[config.mk]
export PLATFORM = sky130hd
export DESIGN_NAME = simd_issue_top
export DESIGN_NICKNAME = d
export VERILOG_FILES = /design/src/logic/simd_pkg.sv /design/src/logic/simd_issue_top.sv /design/src/logic/simd_latency_decode.sv /design/src/logic/simd_score_board.sv /design/src/logic/simd_wb_delay_line.sv
export SDC_FILE = /design/constraint.sdc
export NUM_CORES = 1
export LEC_CHECK = 0
export BUFFER_PORTS_ARGS = -buffer_cell sky130_fd_sc_hd__buf_2
export CORE_AREA = 2 2 86 129
export DETAILED_ROUTE_END_ITERATION = 7
export DIE_AREA = 0 0 88 131
export GPL_TIMING_DRIVEN = 0
export PLACE_DENSITY_LB_ADDON = 0.15
export SYNTH_ARGS = -nofsm -noshare
export SYNTH_HDL_FRONTEND = slang
export SYNTH_SLANG_ARGS = --single-unit
[constraint.sdc]
create_clock -name clk_i -period 2.6 [get_ports clk_i]
set_clock_uncertainty 0.15 [all_clocks]
set_input_delay 0.39 -clock clk_i [delete_from_list [all_inputs] [get_ports clk_i]]
set_output_delay 0.39 -clock clk_i [all_outputs]
set_load 0.05 [all_outputs]
[src/logic/simd_pkg.sv]
// SIMD issue package
// Vector length, element widths, functional-unit tags, vector instruction
// kinds and the execute latencies that follow from them

package simd_pkg;

    // Vector register length in bits
    localparam int vlen = 128;

    // Depth of the reduction tree over the narrowest elements
    localparam int red_depth = $clog2(vlen / 8);

    // Longest execute latency, a SEW 8 reduction
    localparam int max_stages = red_depth + 1;

    typedef logic [3:0] lat_t;  // Execute latency in cycles
    typedef logic [4:0] rd_t;   // Destination vector register

    typedef enum logic [1:0] {
        sew_8  = 2'b00,
        sew_16 = 2'b01,
        sew_32 = 2'b10,
        sew_64 = 2'b11
    } sew_t;

    typedef enum logic [1:0] {
        unit_alu  = 2'b00,
        unit_mem  = 2'b01,
        unit_simd = 2'b10,  // Only tag accepted by the vector issue logic
        unit_ctrl = 2'b11
    } unit_t;

    typedef enum logic [4:0] {
        // Multiply group
        vmul    = 5'd0,
        vmulh   = 5'd1,
        vmulhu  = 5'd2,
        vmulhsu = 5'd3,
        vmadd   = 5'd4,
        vnmsub  = 5'd5,
        vmacc   = 5'd6,
        vnmsac  = 5'd7,
        // Reduction group
        vredsum = 5'd8,
        vredand = 5'd9,
        vredor  = 5'd10,
        vredxor = 5'd11,
        // Single cycle group
        vadd    = 5'd12,
        vsub    = 5'd13,
        vand    = 5'd14,
        vor     = 5'd15,
        vxor    = 5'd16,
        vmv     = 5'd17
    } instr_type_t;

    // Execute latencies per class
    localparam lat_t lat_single   = lat_t'(1);
    localparam lat_t lat_mul      = lat_t'(2);
    localparam lat_t lat_mul_wide = lat_t'(3);  // SEW 64 multiply

    // Reductions shorten as elements widen, one tree level per doubling
    localparam lat_t lat_red_narrow = lat_t'(red_depth + 1);  // SEW 8 and 16
    localparam lat_t lat_red_32     = lat_t'(red_depth);
    localparam lat_t lat_red_64     = lat_t'(red_depth - 1);

endpackage

[src/logic/simd_issue_top.sv]
// Vector issue block
// Decodes the execute latency of the offered instruction, accepts it when
// the scoreboard allows and returns it on the writeback port after that many cycles

module simd_issue_top
    import simd_pkg::*;
#(
    parameter int max_lat = max_stages
) (
    input  logic        clk_i,
    input  logic        rstn_i,
    input  logic        issue_ready_i,  // Instruction offered this cycle
    input  instr_type_t instr_type_i,
    input  unit_t       unit_i,
    input  sew_t        sew_i,
    input  rd_t         rd_i,
    input  logic        flush_i,
    output logic        stall_o,
    output logic        wb_valid_o,
    output rd_t         wb_rd_o,
    output instr_type_t wb_type_o,
    output lat_t        exe_lat_o
);

    lat_t latency;
    logic issue_fire;

    simd_latency_decode u_decode (
        .instr_type_i (instr_type_i),
        .sew_i        (sew_i),
        .lat_o        (latency)
    );

    // Accepted only for the vector unit and while not stalled
    assign issue_fire = issue_ready_i & (unit_i == unit_simd) & ~stall_o;

    simd_score_board #(
        .max_lat (max_lat)
    ) u_score (
        .clk_i        (clk_i),
        .rstn_i       (rstn_i),
        .flush_i      (flush_i),
        .issue_fire_i (issue_fire),
        .lat_i        (latency),
        .stall_o      (stall_o)
    );

    simd_wb_delay_line #(
        .max_lat (max_lat)
    ) u_wb (
        .clk_i        (clk_i),
        .rstn_i       (rstn_i),
        .flush_i      (flush_i),
        .issue_fire_i (issue_fire),
        .lat_i        (latency),
        .rd_i         (rd_i),
        .type_i       (instr_type_i),
        .wb_valid_o   (wb_valid_o),
        .wb_rd_o      (wb_rd_o),
        .wb_type_o    (wb_type_o)
    );

    assign exe_lat_o = latency;

endmodule

[src/logic/simd_latency_decode.sv]
// Vector latency decode
// Sorts the offered instruction into multiply, reduction or single cycle
// and gives its execute latency for the element width in use

module simd_latency_decode
    import simd_pkg::*;
(
    input  instr_type_t instr_type_i,
    input  sew_t        sew_i,
    output lat_t        lat_o
);

    logic is_mul;
    logic is_red;

    // Class of the offered instruction
    always_comb begin
        is_mul = 1'b0;
        is_red = 1'b0;
        case (instr_type_i)
            vmul, vmulh, vmulhu, vmulhsu,
            vmadd, vnmsub, vmacc, vnmsac: begin
                is_mul = 1'b1;
            end
            vredsum, vredand, vredor, vredxor: begin
                is_red = 1'b1;
            end
            default: begin
                is_mul = 1'b0;  // Single cycle ops
            end
        endcase
    end

    always_comb begin
        if (is_mul) begin
            lat_o = (sew_i == sew_64) ? lat_mul_wide : lat_mul;
        end else if (is_red) begin
            // SEW 8 and 16 share the full tree depth
            case (sew_i)
                sew_8, sew_16: lat_o = lat_red_narrow;
                sew_32:        lat_o = lat_red_32;
                sew_64:        lat_o = lat_red_64;
                default:       lat_o = lat_red_narrow;
            endcase
        end else begin
            lat_o = lat_single;
        end
    end

endmodule

[src/logic/simd_score_board.sv]
// Vector writeback scoreboard
// Tracks every multi-cycle instruction in flight in one occupancy lane per
// latency and raises a registered stall whenever a new issue could land
// its writeback in the same cycle as an older, longer instruction

module simd_score_board
    import simd_pkg::*;
#(
    parameter int max_lat = max_stages
) (
    input  logic clk_i,
    input  logic rstn_i,
    input  logic flush_i,
    input  logic issue_fire_i,  // Instruction accepted at this edge
    input  lat_t lat_i,         // Latency of the offered instruction
    output logic stall_o
);

    // Lane l holds instructions of latency l, position 0 is the cycle
    // right after acceptance and position l-1 is the writeback cycle
    //
    //   lat 2 -> |0|1|
    //   lat 3 -> |0|1|2|
    //   lat 4 -> |0|1|2|3|
    //
    // Positions at or past l stay empty
    logic [max_lat-1:0] occ_q [max_lat:2];
    logic [max_lat-1:0] occ_d [max_lat:2];

    logic stall_d;
    logic stall_q;

    // Next lane contents, one shift per cycle
    always_comb begin
        for (int l = 2; l <= max_lat; l++) begin
            occ_d[l][0] = issue_fire_i & (lat_i == lat_t'(l));  // Entry survives a flush
            for (int j = 1; j < max_lat; j++) begin
                if (j < l) begin
                    occ_d[l][j] = occ_q[l][j-1] & ~flush_i;
                end else begin
                    occ_d[l][j] = 1'b0;
                end
            end
        end
    end

    always_ff @(posedge clk_i or negedge rstn_i) begin
        if (!rstn_i) begin
            for (int l = 2; l <= max_lat; l++) begin
                occ_q[l] <= '0;
            end
        end else begin
            for (int l = 2; l <= max_lat; l++) begin
                occ_q[l] <= occ_d[l];
            end
        end
    end

    // Collision check
    //
    // The stall registered here gates the edge after next, so it is
    // worked out from the lane contents after this edge, which already
    // include the instruction being accepted now. An older entry of
    // latency l at position p then retires together with a new issue of
    // latency c when p = l - c - 1.
    //
    // The instruction offered at that later edge may differ from the one
    // decoded now, so every latency shorter than l is checked and not
    // only lat_i. Longer or equal latencies can never meet an older entry.
    always_comb begin
        stall_d = 1'b0;
        for (int l = 2; l <= max_lat; l++) begin
            for (int c = 1; c < l; c++) begin
                stall_d = stall_d | occ_d[l][l-c-1];
            end
        end
    end

    always_ff @(posedge clk_i or negedge rstn_i) begin
        if (!rstn_i) begin
            stall_q <= 1'b0;
        end else begin
            stall_q <= stall_d;
        end
    end

    assign stall_o = stall_q;

endmodule

[src/logic/simd_wb_delay_line.sv]
// Vector writeback delay line
// Carries destination and type of each accepted instruction down a lane
// sized to its latency and presents it on the single writeback port

module simd_wb_delay_line
    import simd_pkg::*;
#(
    parameter int max_lat = max_stages
) (
    input  logic        clk_i,
    input  logic        rstn_i,
    input  logic        flush_i,
    input  logic        issue_fire_i,
    input  lat_t        lat_i,
    input  rd_t         rd_i,
    input  instr_type_t type_i,
    output logic        wb_valid_o,
    output rd_t         wb_rd_o,
    output instr_type_t wb_type_o
);

    // Last position of every lane
    logic [max_lat:1] lane_vld;
    rd_t              lane_rd   [max_lat:1];
    instr_type_t      lane_type [max_lat:1];

    for (genvar l = 1; l <= max_lat; l++) begin : g_lane
        logic        vld_q [l];
        rd_t         rd_q  [l];
        instr_type_t typ_q [l];
        logic        load;

        assign load = issue_fire_i & (lat_i == lat_t'(l));

        always_ff @(posedge clk_i or negedge rstn_i) begin
            if (!rstn_i) begin
                for (int j = 0; j < l; j++) begin
                    vld_q[j] <= 1'b0;
                end
            end else begin
                vld_q[0] <= load;  // Kept even on a flush edge
                for (int j = 1; j < l; j++) begin
                    vld_q[j] <= vld_q[j-1] & ~flush_i;
                end
            end
        end

        always_ff @(posedge clk_i) begin
            if (load) begin
                rd_q[0]  <= rd_i;
                typ_q[0] <= type_i;
            end
            for (int j = 1; j < l; j++) begin
                rd_q[j]  <= rd_q[j-1];
                typ_q[j] <= typ_q[j-1];
            end
        end

        assign lane_vld[l]  = vld_q[l-1];
        assign lane_rd[l]   = rd_q[l-1];
        assign lane_type[l] = typ_q[l-1];
    end

    // At most one lane retires per cycle, so a masked OR picks it
    always_comb begin
        wb_valid_o = |lane_vld;
        wb_rd_o    = '0;
        wb_type_o  = instr_type_t'('0);
        for (int l = 1; l <= max_lat; l++) begin
            if (lane_vld[l]) begin
                wb_rd_o   = wb_rd_o | lane_rd[l];
                wb_type_o = instr_type_t'(wb_type_o | lane_type[l]);
            end
        end
    end

endmodule

==> out/metrics.yaml <==
outcome:
  outcome: "finished, final reports clean"
critical_path:
  path_max_fanout: 10
  end_kind: "primary output"
  critPathKind: "flop to primary output"
  crit_required_ns: 2.06
  crit_path_start_kind: "flop"
  worstPathArrival_ns: 1.88
final_layout:
  fillCellCount: 834
  fin_nets: 311
  final_common_cell: "dfxtp_1"
  final_cell_mix: "dfxtp_1, edfxtp_1, buf_2, clkbuf_16, dfrtp_1"
  drive_gt1_share_pct: 23.2
  area_growth_pct: 23.7
  insertedDiodeCount: 0
  utilization_pct: 51.8
sta:
  fin_crit_sh_pct: 93.1
  rsz0062_at_grt: "no"
  final_hold_viol_count: 0
  worstMarginPinSlew_ns: 0.925
  worst_hold_slack_ns: 0.0643
  drv_slew: 0
  setup_viol_count_final: 0
  fin_crit_ns: 2.42
  relSlewSlack_pct: 37.9
  timing.final.ws_setup_ns: 0.179
  fmax_mhz: 413
placed_design:
  portBuffers: 32
  place_congestion: 0.678
  preCtsSetupSlack_ns: -0.101
  dp_hpwl_mm: 4.06
global_route:
  grt_max_degree: 17
  overflow: 0
  grt_pass1_wl_mm: 10.3
  antenna_found_initial: 0
  grt_usage_pct: 13.3
  grt_pass1_vias: 1976
logic_synthesis:
  synth_top_area_share_pct: 45.9
  synth.avg_cell_area_um2: 18.4
  synthesis.nets: 255
  yosys.area.top_type: "dfxtp_1"
  synth_area_leaders: "dfxtp_1, edfxtp_1, dfrtp_1"
  synthCells: 237
  ys_warn_count: 0
  ys_seq_area_share_pct: 89.5
  syn_area_mm2: 0.00436
  yosysUniqueCellTypes: 27
  synth_seq_cells: 166
cts:
  cts_max_path_buffers: 2
  clock_latency_ns: 0.41
  h-tree-depth: 4
  cts_buffers: 17
  clkTransAtPathRegs_ns: 0.06
  cts_sinks: 166
  cts_tree: "done"
  cts_root_buf: "clkbuf_16"
  postCtsSetupBuffers: 0
drt:
  routed_via_density: 4.44
  finalWirelength_mm: 6.78
  dr.pass1.iters: 4
  final_antenna_net_count: 0
  drc: 0
  vias: 1997
  drt_iter0_drc: 132
  routedWlPerCell_um: 15.1
floorplan:
  core_mm2: 0.0104
  io_pins: 34
  die_area_mm2: 0.0115
  dieWidth_um: 88
  rows: 46
  start_util_pct: 41.9
  die_h_um: 131
power_and_ir_drop:
  p_per_area_mw_per_mm2: 962
  cellLeakagePower_uw: 0.00218
  ir_worst_vdd_uv: 462
  total_power_uw: 5200
min_path:
  hp-class: "input port to flop"
job:
  drv_cap: 0
critical path: stages, from the launching register on:
cell	delay, ns
dfrtp_1	0.38
clkbuf_1	0.31
a222oi_1	0.47
nand2_1	0.08
buf_2	0.22
kinds of logic after synthesis:
kind of cell | after synthesis | share of synthesized area (%)
other | 1 | 0.0860
flip-flops | 166 | 89.5
AND/OR/NAND/NOR | 36 | 4.70
buffers and inverters | 8 | 0.774
AO/OA/AOI/OAI | 26 | 4.96
area by class of cell:
class                   count  area [µm²]  area share [%]
flip-flops and latches    166        3900            72.3
multi-input cells          63         469            8.69
well taps                 144         180            3.34
inverters                   1        3.75          0.0695
plain buffers               7        30.0           0.556
repair buffers             37         214            3.96
clock inverters             5        28.8           0.533
clock buffers              27         568            10.5
routing by layer:
layer / vias to the layer above / track usage [%] / routed length, µm
li1: 959 / - / -
met1: 972 / 13.8 / 2640
met2: 48 / 22.5 / 3670
met3: 18 / 4.52 / 239
met4: 0 / 8.69 / 231
met5: - / 0 / 0
flip-flops by register name, summed over array words and instances (netlist names):
register and count:
u_score.stall_o 1, u_wb.g_lane.typ_q 75, u_wb.g_lane.vld_q 9, u_wb.g_lane.rd_q 75, u_score.occ_q 6
synth_stat cells:
cell type,number
o21a_1,1
o22ai_1,1
nor2b_2,1
inv_1,1
a2111oi_1,1
buf_4,1
nor3_2,1
nand2b_1,1
dfrtp_1,16
or4_4,1
nand2_1,13
a21oi_1,1
a222oi_1,10
dfxtp_1,100
nand4bb_1,1
nor4_1,1
nand4b_1,1
nor3_1,1
nor4b_1,1
conb_1,1
edfxtp_1,50
nor2b_1,11
a22oi_1,10
clkbuf_1,6
o21ai_1,1
nor2_1,3
a21o_1,1
stage by stage:
| stage | cells | setup TNS, ns | instance area [µm²] |
|---|---|---|---|
| final | 450 | 0 | 5400 |
| after global routing | 450 | 0 | 5400 |
| after floorplan | 237 | -0.238 | 4370 |
| after detailed placement | 416 | -1.44 | 4780 |
| after global placement | 413 | -18.28 | 4710 |
| after CTS | 450 | 0 | 5400 |
where the power goes:
group / internal, µW / switching, µW
clock network: 1500 / 900
registers: 2680 / 3.61
logic: 29.7 / 78.0
total: 4210 / 982
path summary, 6_finish.rpt:
path,start,endpoint,slack (ns),depth (start not counted)
worst max-delay path,u_wb.g_lane[2].vld_q[0]$_DFF_PN0_,wb_rd_o[1],0.18,4
worst min-delay path,rd_i[2],u_wb.g_lane[3].rd_q[0][2]$_DFFE_PP_,0.06,1
worst max register to register,u_score.stall_o$_DFF_PN0_,u_wb.g_lane[5].rd_q[0][2]$_DFFE_PP_,0.23,3
worst min register to register,u_wb.g_lane[4].rd_q[1][2]$_DFF_P_,u_wb.g_lane[4].rd_q[2][2]$_DFF_P_,0.17,0
max in group asynchronous,rstn_i,u_wb.g_lane[3].vld_q[0]$_DFF_PN0_,1.75,2
min in group asynchronous,rstn_i,u_score.occ_q[10]$_DFF_PN0_,0.29,2
what timing repair did:
action / in CTS / in global routing
hold endpoints to repair: 17 / 0
cloned: 0 / 0
hold buffers: 2 / 0
resized for setup: 1 / 1
endpoints found under the setup margin: 10 / 10
Power figures use the tool's default switching activity.
